### src/include/dump_settings.svh
`ifndef DUMP_SETTINGS_SVH
`define DUMP_SETTINGS_SVH

// DDR3 byte address of dump byte 0
`define DUMP_BASE 28'h1400000

// Last byte of the dump map
`define DUMP_LAST 10'h37F

// Width of the dump and load address
`define DUMP_AW 10

`endif

### src/rtl/dump_sequencer.sv
`timescale 1ns/1ps
`default_nettype none

`include "dump_settings.svh"

module dump_sequencer (
   input  logic                 clk,
   input  logic                 reset,
   input  logic                 start,
   input  logic [7:0]           byte_in,
   input  logic                 ddr3_ready,
   output logic [`DUMP_AW-1:0]  addr,
   output logic [27:0]          ddr3_addr,
   output logic [7:0]           ddr3_din,
   output logic                 ddr3_upload,
   output logic                 ddr3_wr
);

   typedef enum logic [2:0] {
      S_IDLE,
      S_LOAD,
      S_WAIT,
      S_WRITE,
      S_NEXT
   } state_t;

   state_t state;

   assign ddr3_addr = `DUMP_BASE + {{(28 - `DUMP_AW){1'b0}}, addr};

   // Payload register loads from the mux only in LOAD
   always_ff @(posedge clk) begin
      if (state == S_LOAD)
         ddr3_din <= byte_in;
   end

   always_ff @(posedge clk) begin
      if (reset) begin
         state       <= S_IDLE;
         addr        <= '0;
         ddr3_wr     <= 1'b0;
         ddr3_upload <= 1'b0;
      end else begin
         case (state)
            S_IDLE:
               if (start) begin
                  addr  <= '0;
                  state <= S_LOAD;
               end
            S_LOAD: begin
               ddr3_upload <= 1'b1;
               state       <= S_WAIT;
            end
            S_WAIT:
               if (ddr3_ready) begin
                  ddr3_wr <= 1'b1;                 // High for the WRITE cycle only
                  state   <= S_WRITE;
               end
            S_WRITE: begin
               ddr3_wr <= 1'b0;
               state   <= S_NEXT;
            end
            S_NEXT:
               if (addr == `DUMP_LAST) begin
                  ddr3_upload <= 1'b0;             // End of dump
                  state       <= S_IDLE;
               end else begin
                  addr  <= addr + 1'b1;
                  state <= S_LOAD;
               end
            default: state <= S_IDLE;
         endcase
      end
   end

endmodule

`default_nettype wire

### config.mk
export PLATFORM = sky130hd
export DESIGN_NAME = dump_sequencer
export DESIGN_NICKNAME = d
export VERILOG_FILES = /design/src/rtl/dump_sequencer.sv
export VERILOG_INCLUDE_DIRS = /design/src /design/src/include
export SDC_FILE = /design/constraint.sdc
export NUM_CORES = 1
export LEC_CHECK = 0
export ABC_CLOCK_PERIOD_IN_PS = 3700
export BUFFER_PORTS_ARGS = -buffer_cell sky130_fd_sc_hd__buf_2
export CAP_MARGIN = 20
export CORE_ASPECT_RATIO = 0.75
export CORE_MARGIN = 2
export CORE_UTILIZATION = 49
export CTS_CLUSTER_SIZE = 8
export DETAILED_ROUTE_END_ITERATION = 6
export PLACE_DENSITY = 0.89
export SLEW_MARGIN = 0
export SYNTH_ARGS = -nofsm -noshare
export SYNTH_HDL_FRONTEND = slang
export SYNTH_SLANG_ARGS = --single-unit
### constraint.sdc
create_clock -name clk -period 3.7 [get_ports clk]
set_clock_uncertainty 0.1 [all_clocks]
set_input_delay 0.555 -clock clk [delete_from_list [all_inputs] [get_ports clk]]
set_output_delay 0.555 -clock clk [all_outputs]
set_load 0.03 [all_outputs]
Word-level counts from Yosys, hierarchy flattened --
Cells that the tools add are included.
Word-level totals: memory bits (read-only) 0, RAM bits 0, memories kept 0, bits of input ports 12, bits in latches 0, register bits 23, logic and storage cells 35
Cells by class: equal/unequal tests 9, muxes and demuxes 11, reduce and logical (&&, ||, !) cells 8, order comparisons 0, multipliers 0, shifts and indexed selects 0, div/mod/pow operators 0, add/subtract/negate cells 2, bitwise operators 0
Operators by type and width (count):
- $add A25 B10 Y26 const A | 1
- $mux W10 | 2
- $pmux W10 S2 | 1
- $pmux W3 S5 | 1
- $add A10 B1 Y10 const B | 1
- $eq A10 B10 Y1 const B | 1
- $ne A2 B2 Y1 const B | 4
- $eq A3 B2 Y1 const B | 2
- $mux W3 | 2
- $reduce_and A2 Y1 | 3
- $reduce_bool A2 Y1 | 3
- $pmux W1 S2 | 2
- $eq A3 B1 Y1 const B | 1
- $eq A3 B3 Y1 const B | 1
- $logic_not A3 Y1 | 1
- $mux W1 | 3
- $reduce_and A3 Y1 | 1

Logic depth before layout (Yosys ltp) --
Gate-level depths: netlist of the first run.
word-level depth 3, depth in mapped cells 5

Least setup slack after synthesis of the first run --
No wires, ideal clock.
kind reg-to-reg, from register addr[0], to register addr[3], slack 1.850 ns, cell stages (with the launch flop) 6, path buffers 0, arrival time 1.634 ns, cell sequence dfxtp_1 ha_1 nand3_1 o31a_1 and2_1 o22a_2
Between the ends: cells in the longest elaborated chain, start to end 3
RTL lines:
- start: declaration | RTL line dump_sequencer.sv:12 | output logic [`DUMP_AW-1:0] addr,
- start signal: assignment | RTL line dump_sequencer.sv:68 | addr <= addr + 1'b1;
- $add A10 B1 Y10 or $eq A10 B10 Y1 (tied branches)
- $mux W10 or $ne A2 B2 Y1 (tied branches)
- $pmux W10 S2 or $reduce_and A3 Y1 (tied branches)
Parallel ways exist; a longest one is shown, timed or not. The select of a mux whose other input is x is not followed. A chain may end at the register's enable or synchronous reset.

Worst setup path after layout of the first run --
from register addr[0], to register addr[0]
Same word-level chain as after synthesis.

==> flow_summary.ini, run 1 <==
[timing]
timing.final.max_slew_violations = 0
hold_viol_final = 0
period_minus_slack_ns = 1.862
fin_tns_setup_ns = 0
fmax_mhz = 537.1
setup_viol = 0
post-route-period-util_pct = 50.32
rsz0062_at_grt = no

[route]
drt_iter0_markers = 27
wl_met1_um = 980
wire_per_inst_um = 13.37
totalWireLength_um = 2447
topRoutingLayerUsed = met4
vias = 955
firstDrtPassIters = 4
dr_wl_met3_um = 153
drcViolationCount = 0
antenna_left = 0
vias_per_cell = 5.219
dr_wl_met2_um = 1285

[final_layout]
drive_above_1_share_pct = 40.94
diodes = 0
areaGrowthSynthToFinish_pct = 7.874
nNetsFinal = 163

[synth]
ys_ff_latch = 23
post_synth_instance_area_um2 = 1271
ys_seq_area_share_pct = 42.52
synthArstFlopShare_pct = 0
synth_cell_types = 43
netlist_instances = 120
synth_edf_count = 8
syn_avg_cell_area_um2 = 10.59
synth_warnings = 0
synth_ff_type = dfxtp_1

[grt]
antenna_found_initial = 0
grt_max_degree = 14
grt_pass1_wl_um = 3650
grt.total_usage_pct = 16.30
grt_overflow = 0
first_global_vias = 804

[placement]
place_hpwl_um = 1889
gp_congestion = 0.8836
io_buffers = 41

[worst_setup_path]
critPathMaxStageDelay_ns = 0.50
critPathSlowestCell = o32ai_4
cp.required_ns = 3.87
arrival_ns = 2.03
crit_chain = ha_1 -> and3_1 -> nand2_2 -> o32ai_4 -> mux2_2
worst_setup_path_start_kind = flop
worstPathMaxFanout = 10
end_kind = flop
critical_path_class = reg2reg

[floorplanning]
core_um2 = 2384
fp.dieH_um = 48.11
initial_core_util_pct = 53.33
ios = 60
dieArea_um2 = 3022
die_w_um = 62.82
rows = 15

[run_status]
status = finished clean

[clocking]
cts_made_buffers = 3
clock_latency_ns = 0.32
cts-resized-gates = 0
htree_levels = 1
cts_hold_buf = 0
clk_path_buf_depth = 2
postCtsSetupRepairBufs = 0
path_clk_slew_ns = 0.13
clockRootBuffer = clkbuf_4
clkSinkCount = 23
cts_tree = built

[pwr]
ir_drop_mv = 0.2721
p_leak_uw = 0.0006265
power.total_uw = 485.8
p_per_area_nw_per_um2 = 354.3

[job]
maxCapViolCount = 0

[min_path]
hold_class = in2reg
stage by stage:
stage | hold slack, ns | setup WS (ns) | cell area (um2) | utilization, % | std cells
global placement | 0.3825 | 1.907 | 1344 | 56.38 | 179
detailed placement | 0.4053 | 1.837 | 1344 | 56.38 | 179
finish | 0.3033 | 1.838 | 1371 | 57.53 | 183
floorplan | 0.4760 | 1.850 | 1331 | - | 136
global route | 0.2849 | 1.664 | 1371 | 57.53 | 183
CTS | 0.2937 | 1.851 | 1371 | 57.53 | 183
synth_stat cells (2+ instances only):
master,n,share of area (%)
nand3_1,3,1.2
nand2_1,2,0.59
nor3_1,4,1.6
a31oi_1,2,0.98
nor2_1,5,1.5
a21oi_1,3,1.2
nor4b_1,2,1.4
inv_1,2,0.59
buf_4,30,18
buf_2,2,0.79
and3_1,5,2.5
o21ai_0,2,0.79
edfxtp_1,8,19
conb_1,2,0.59
dfxtp_1,15,24
and2_1,3,1.5
a221o_2,4,3.5
worst paths after layout:
path | slack [ns] | from | depth (start not counted) | end
worst max-delay path | 1.84 | addr[0]$_SDFFE_PP0P_ | 5 | addr[0]$_SDFFE_PP0P_
worst min-delay path | 0.30 | byte_in[2] | 1 | ddr3_din[2]$_DFFE_PP_
worst max register to register | 1.84 | addr[0]$_SDFFE_PP0P_ | 5 | addr[0]$_SDFFE_PP0P_
worst min register to register | 0.42 | ddr3_upload$_SDFFE_PP0P_ | 2 | ddr3_upload$_SDFFE_PP0P_
layout by cell type, fill, tap and decap left out, types with 3 or more instances in the layout:
master,instances
buf_2,41
conb_1,18
dfxtp_1,15
edfxtp_1,8
and3_1,5
nor2_1,5
a221o_2,4
nor3_1,4
nand3_1,3
and2_1,3
a21oi_1,3
clkbuf_4,3
critical path: cells and delay by family (launching register included):
kind / cells / cell delay (ns)
AO/OA/AOI/OAI: 1 / 0.50
adder cells (fa/ha/maj): 1 / 0.23
flip-flops: 1 / 0.44
multiplexers: 1 / 0.24
AND/OR/NAND/NOR: 2 / 0.30
cell type report:
class                           count  area [um2]
Clock buffer                        3       22.52
Clock inverter                      1       5.005
Fill cell                         203        1012
Inverter                            2       7.507
Multi-Input combinational cell     79       548.0
Sequential cell                    23       540.5
Tap cell                           34       42.54
Timing Repair Buffer               41       205.2
sequential cells by signal (all words and copies together) (netlist names):
signal       cells
state            3
ddr3_upload      1
addr            10
ddr3_din         8
ddr3_wr          1
layer usage:
metal,up-vias,GRT usage (%)
li1,455,-
met1,458,17.97
met2,40,31.83
met3,2,4.388
met4,0,6.667
met5,-,0
logic make-up (layout without fill, tap and decap cells):
group                    Yosys count  count (layout)  share of synthesized area, %
AND/OR/NAND/NOR                   35              35                         18.60
adder cells (fa/ha/maj)            1               1                        0.9841
other                              2              18                        0.5908
buffers and inverters             34              47                         19.10
flip-flops                        23              23                         42.52
XOR/XNOR                           1               1                        0.6891
AO/OA/AOI/OAI                     22              22                         15.85
multiplexers                       2               2                         1.673
power by group:
part           internal [uW]  total [uW]  switching (uW)
Combinational           21.1        82.3            61.2
Sequential               274         287            12.7
Clock                   40.5         117            76.3
Power figures use the tool's default switching activity.
==> run 2, diff against run 1 <==
--- a/config.mk
+++ b/config.mk
@@ -6,15 +6,15 @@
 export SDC_FILE = /design/constraint.sdc
 export NUM_CORES = 1
 export LEC_CHECK = 0
-export ABC_CLOCK_PERIOD_IN_PS = 3700
+export ABC_CLOCK_PERIOD_IN_PS = 1630
 export BUFFER_PORTS_ARGS = -buffer_cell sky130_fd_sc_hd__buf_2
 export CAP_MARGIN = 20
 export CORE_ASPECT_RATIO = 0.75
 export CORE_MARGIN = 2
-export CORE_UTILIZATION = 49
+export CORE_UTILIZATION = 41
 export CTS_CLUSTER_SIZE = 8
 export DETAILED_ROUTE_END_ITERATION = 6
-export PLACE_DENSITY = 0.89
+export PLACE_DENSITY = 0.8
 export SLEW_MARGIN = 0
 export SYNTH_ARGS = -nofsm -noshare
 export SYNTH_HDL_FRONTEND = slang
==> constraint.sdc (replaced) <==
create_clock -name clk -period 1.63 [get_ports clk]
set_clock_uncertainty 0.1 [all_clocks]
set_input_delay 0.2445 -clock clk [delete_from_list [all_inputs] [get_ports clk]]
set_output_delay 0.2445 -clock clk [all_outputs]
set_load 0.03 [all_outputs]
==> flow_summary.ini, run 2 (synthesized netlist as in run 1, its figures left out) <==
[floorplanning]
die_w_um = 68.30
ios = 60
initial_core_util_pct = 43.00
rows = 17
fp.dieH_um = 52.22
core_um2 = 2957
dieArea_um2 = 3566

[clocking]
cts_hold_buf = 0
clkSinkCount = 23
clk_path_buf_depth = 2
cts_made_buffers = 3
clock_latency_ns = 0.26
htree_levels = 1
path_clk_slew_ns = 0.08
clockRootBuffer = clkbuf_8
cts_tree = built

[placement]
post-place-ws_ns = -0.05357
gp_congestion = 0.8552
io_buffers = 41
place_hpwl_um = 2007

[route]
firstDrtPassIters = 4
vias = 1043
dr_wl_met2_um = 1357
wire_per_inst_um = 13.36
drcViolationCount = 0
dr_wl_met3_um = 226
wl_met1_um = 1020
antenna_left = 0
drt_iter0_markers = 67
totalWireLength_um = 2685
vias_per_cell = 5.189
topRoutingLayerUsed = met4

[min_path]
hold_class = in2reg

[timing]
hold_viol_final = 0
timing.final.max_slew_violations = 0
post-route-period-util_pct = 98.48
setup_ws_ns = 0.02483
fmax_mhz = 623.0
period_minus_slack_ns = 1.605
setup_viol = 0
rsz0062_at_grt = yes

[grt]
grt.total_usage_pct = 16.14
first_global_vias = 901
grt_pass1_wl_um = 4215
grt_overflow = 0
grt_max_degree = 14
antenna_found_initial = 0

[final_layout]
layout_common_cells = buf_2 (41), conb_1 (18), buf_4 (13)
largest_reg_flops = 10
areaGrowthSynthToFinish_pct = 23.33
diodes = 0
top_regs = addr: 10 flops, ddr3_din: 8 flops, state: 3 flops
nNetsFinal = 177
regMostFlops = addr
utilization_pct = 53.03
layout_commonest_cell = buf_2
drive_above_1_share_pct = 55.21

[run_status]
status = finished clean

[pwr]
p_leak_uw = 0.0007271
internal-power_uw = 854.9
p_sw_share_pct = 29.08
pwr-share-clk_pct = 28.9
p_per_area_nw_per_um2 = 768.9
power_frac_comb_pct = 18.3
p_sw_uw = 350.6
ir_drop_mv = 0.3317
power.share.sequential_pct = 52.7

[job]
maxCapViolCount = 0

[worst_setup_path]
worst_setup_path_start_kind = flop
critical_path_class = reg2reg
worstPathMaxFanout = 5
cp.required_ns = 1.68
arrival_ns = 1.66
rrSetupSlack_ns = 0.02
end_kind = flop
## run 2: critical path: stages, from the launching register on
cell	delay (ns)
dfxtp_4	0.36
ha_4	0.17
and3_4	0.19
nand2_4	0.07
o32ai_4	0.09
buf_6	0.14
a221o_2	0.37
## run 2: area by class of cell
cell class	instances	area, um2
inverter	2	7.507
multi-input combinational	79	595.6
tap	38	47.55
fill	266	1389
sequential	23	556.8
clock buffer	3	41.29
clock inverter	1	5.005
timing repair buffer	55	314.1
## run 2: final timing paths
path,start,endpoint,cells past startpoint
setup / recovery,addr[1]$_SDFFE_PP0P_,addr[7]$_SDFFE_PP0P_,6
hold / removal,byte_in[1],ddr3_din[1]$_DFFE_PP_,1
setup reg to reg,addr[1]$_SDFFE_PP0P_,addr[7]$_SDFFE_PP0P_,6
hold reg to reg,ddr3_upload$_SDFFE_PP0P_,ddr3_upload$_SDFFE_PP0P_,2
## run 2: repair_timing
item                                    CTS  global route
resized for setup                         4             5
hold endpoints to repair                  0             0
pin swaps                                 1             2
endpoints found under the setup margin    5            10
buffers inserted                          1             1
## run 2: power groups by stage
| stage | Clock (uW) | Sequential [uW] | Combinational (uW) |
|---|---|---|---|
| after detailed placement | 0 | 648 | 215 |
| after global placement | 0 | 646 | 212 |
| after CTS | 360 | 635 | 218 |
| after global routing | 389 | 640 | 235 |
| after floorplan | 0 | 678 | 164 |
| final | 349 | 635 | 221 |
## run 2: stage by stage
step | cell area (um2) | instances | hold WS, ns | TNS [ns] | total power [uW]
2_1_floorplan | 1350 | 136 | 0.2434 | 0 | 843.0
3_3_place_gp | 1458 | 195 | 0.3218 | -0.06239 | 857.9
3_5_place_dp | 1458 | 195 | 0.3228 | -0.1917 | 863.8
4_1_cts | 1530 | 200 | 0.04392 | 0 | 1213
5_1_grt | 1568 | 201 | 0.03832 | -0.01925 | 1264
6_report | 1568 | 201 | 0.05056 | 0 | 1205
## run 2: routing by layer
metal / up-vias / track usage [%]
met5: - / 0
met4: 0 / 9.000
met3: 8 / 2.151
met2: 65 / 27.51
met1: 485 / 19.54
li1: 485 / -
==> run 3, diff against run 2 <==
--- a/config.mk
+++ b/config.mk
@@ -6,7 +6,7 @@
 export SDC_FILE = /design/constraint.sdc
 export NUM_CORES = 1
 export LEC_CHECK = 0
-export ABC_CLOCK_PERIOD_IN_PS = 1630
+export ABC_CLOCK_PERIOD_IN_PS = 1300
 export BUFFER_PORTS_ARGS = -buffer_cell sky130_fd_sc_hd__buf_2
 export CAP_MARGIN = 20
 export CORE_ASPECT_RATIO = 0.75
==> constraint.sdc (replaced) <==
create_clock -name clk -period 1.3 [get_ports clk]
set_clock_uncertainty 0.1 [all_clocks]
set_input_delay 0.195 -clock clk [delete_from_list [all_inputs] [get_ports clk]]
set_output_delay 0.195 -clock clk [all_outputs]
set_load 0.03 [all_outputs]
==> flow_summary.ini, run 3 (synthesized netlist as in run 1, its figures left out) <==
[grt]
first_global_vias = 996
grt_overflow = 0
grt.total_usage_pct = 17.46
grt_max_degree = 14
grt_pass1_wl_um = 4478
antenna_found_initial = 0

[route]
antenna_left = 0
drcViolationCount = 0
firstDrtPassIters = 4
vias = 1130
totalWireLength_um = 3062
drt_iter0_markers = 63
vias_per_cell = 5.045
wire_per_inst_um = 13.67

[final_layout]
regMostFlops = addr
drive_above_1_share_pct = 59.68
multi_input_area_um2 = 650.6
layout_common_cells = buf_2 (37), buf_4 (30), conb_1 (18)
fillers = 225
nNetsFinal = 200
largest_reg_flops = 10
fin_cells = 224
diodes = 0
regArea_um2 = 561.8
top_regs = addr: 10 flops, ddr3_din: 8 flops, state: 3 flops
layout_commonest_cell = buf_2
utilization_pct = 61.96
areaGrowthSynthToFinish_pct = 44.09

[timing]
post-route-period-util_pct = 122.2
fin_tns_setup_ns = -2.935
hold_viol_final = 0
fmax_mhz = 629.7
setup_ws_ns = -0.2881
setup_viol = 19
rsz0062_at_grt = yes
timing.final.max_slew_violations = 0
period_minus_slack_ns = 1.588

[clocking]
clock_latency_ns = 0.27
cts_made_buffers = 3
clkSinkCount = 23
clockRootBuffer = clkbuf_8
htree_levels = 1
path_clk_slew_ns = 0.08
clk_path_buf_depth = 2
cts_tree = built

[pwr]
ir_drop_mv = 0.4638
p_per_area_nw_per_um2 = 868.8
power.total_uw = 1591
p_leak_uw = 0.0008493

[min_path]
hold_depth = 1
hold_class = in2reg
holdPathEnd = ddr3_din[4]$_DFFE_PP_
min-delay-start = byte_in[4]

[run_status]
violations = setup timing
status = finished, violations left

[worst_setup_path]
rrSetupSlack_ns = -0.29
worst_setup_path_start_kind = flop
r2r-start = addr[1]$_SDFFE_PP0P_
end_kind = flop
cp.required_ns = 1.37
reg2reg_to = addr[3]$_SDFFE_PP0P_
worstPathMaxFanout = 5
critical_path_class = reg2reg
arrival_ns = 1.66
reg2reg_depth = 5

[placement]
post-place-ws_ns = -0.3222
io_buffers = 41
dp_cells = 209
gp_congestion = 0.8665
place_hpwl_um = 2151

[job]
maxCapViolCount = 0

[floorplanning]
initial_core_util_pct = 43.00
die_w_um = 68.30
core_um2 = 2957
ios = 60
rows = 17
fp.dieH_um = 52.22
dieArea_um2 = 3566
-- run 3: cell types whose count changed in the layout (fill, tap and decap cells not counted), sizes merged --
cell and change:
clkbuf +2, buf +14, dlygate4sd3 +7
-- run 3: metrics by stage --
| step | cell area [um2] | hold WS (ns) |
|---|---|---|
| 3_5_place_dp | 1594 | 0.2757 |
| 2_1_floorplan | 1381 | 0.1939 |
| 4_1_cts | 1752 | 0.003058 |
| 3_3_place_gp | 1594 | 0.2762 |
| 6_report | 1832 | 0.01149 |
| 5_1_grt | 1832 | 0.002419 |
-- run 3: how the worst max path moves through the flow --
stage,start,endpoint,slack [ns],cells past startpoint
3_5_place_dp,addr[1]$_SDFFE_PP0P_,addr[6]$_SDFFE_PP0P_,-0.32,6
6_report,addr[1]$_SDFFE_PP0P_,addr[3]$_SDFFE_PP0P_,-0.29,5
4_1_cts,addr[0]$_SDFFE_PP0P_,addr[6]$_SDFFE_PP0P_,-0.27,6
2_1_floorplan,addr[0]$_SDFFE_PP0P_,ddr3_upload$_SDFFE_PP0P_,-0.27,5
5_1_grt,addr[1]$_SDFFE_PP0P_,addr[3]$_SDFFE_PP0P_,-0.34,5
3_3_place_gp,addr[1]$_SDFFE_PP0P_,addr[9]$_SDFFE_PP0P_,-0.28,6
-- run 3: what timing repair did --
| action | CTS | global route |
|---|---|---|
| hold buffers | 5 | 2 |
| hold endpoints to repair | 5 | 2 |
| setup endpoints to repair | 20 | 25 |
| resized for setup | 7 | 13 |
| buffers inserted | 3 | 1 |
| pin swaps | 13 | 6 |
| cloned | 0 | 0 |
-- run 3: critical path: stages (launching register included) --
cell	delay, ns
dfxtp_4	0.37
ha_4	0.16
nand3_4	0.08
o31a_1	0.36
and2_1	0.20
o22a_2	0.22
-- run 3: layer usage --
layer  wire length, um  vias up  share of wire, %  track usage (%)
met5                 0        -                 0                0
met4                90        0               2.9            7.000
met3               278       10               9.1            3.871
met2              1515       68                49            31.88
met1              1177      524                38            19.54
li1                  -      528                 -                -
-- run 3: final cells by class --
cell class                 count  share of cell area [%]
timing repair buffer          78                   28.28
tap                           38                   2.596
sequential                    23                   30.67
multi-input combinational     79                   35.52
clock buffer                   3                   2.254
inverter                       2                  0.4098
clock inverter                 1                  0.2732
-- run 3: where the power goes --
group	switching [uW]	internal, uW	total (uW)
sequential	19.6	774	794
combinational	219	127	346
clock	238	214	452
total	476	1120	1590
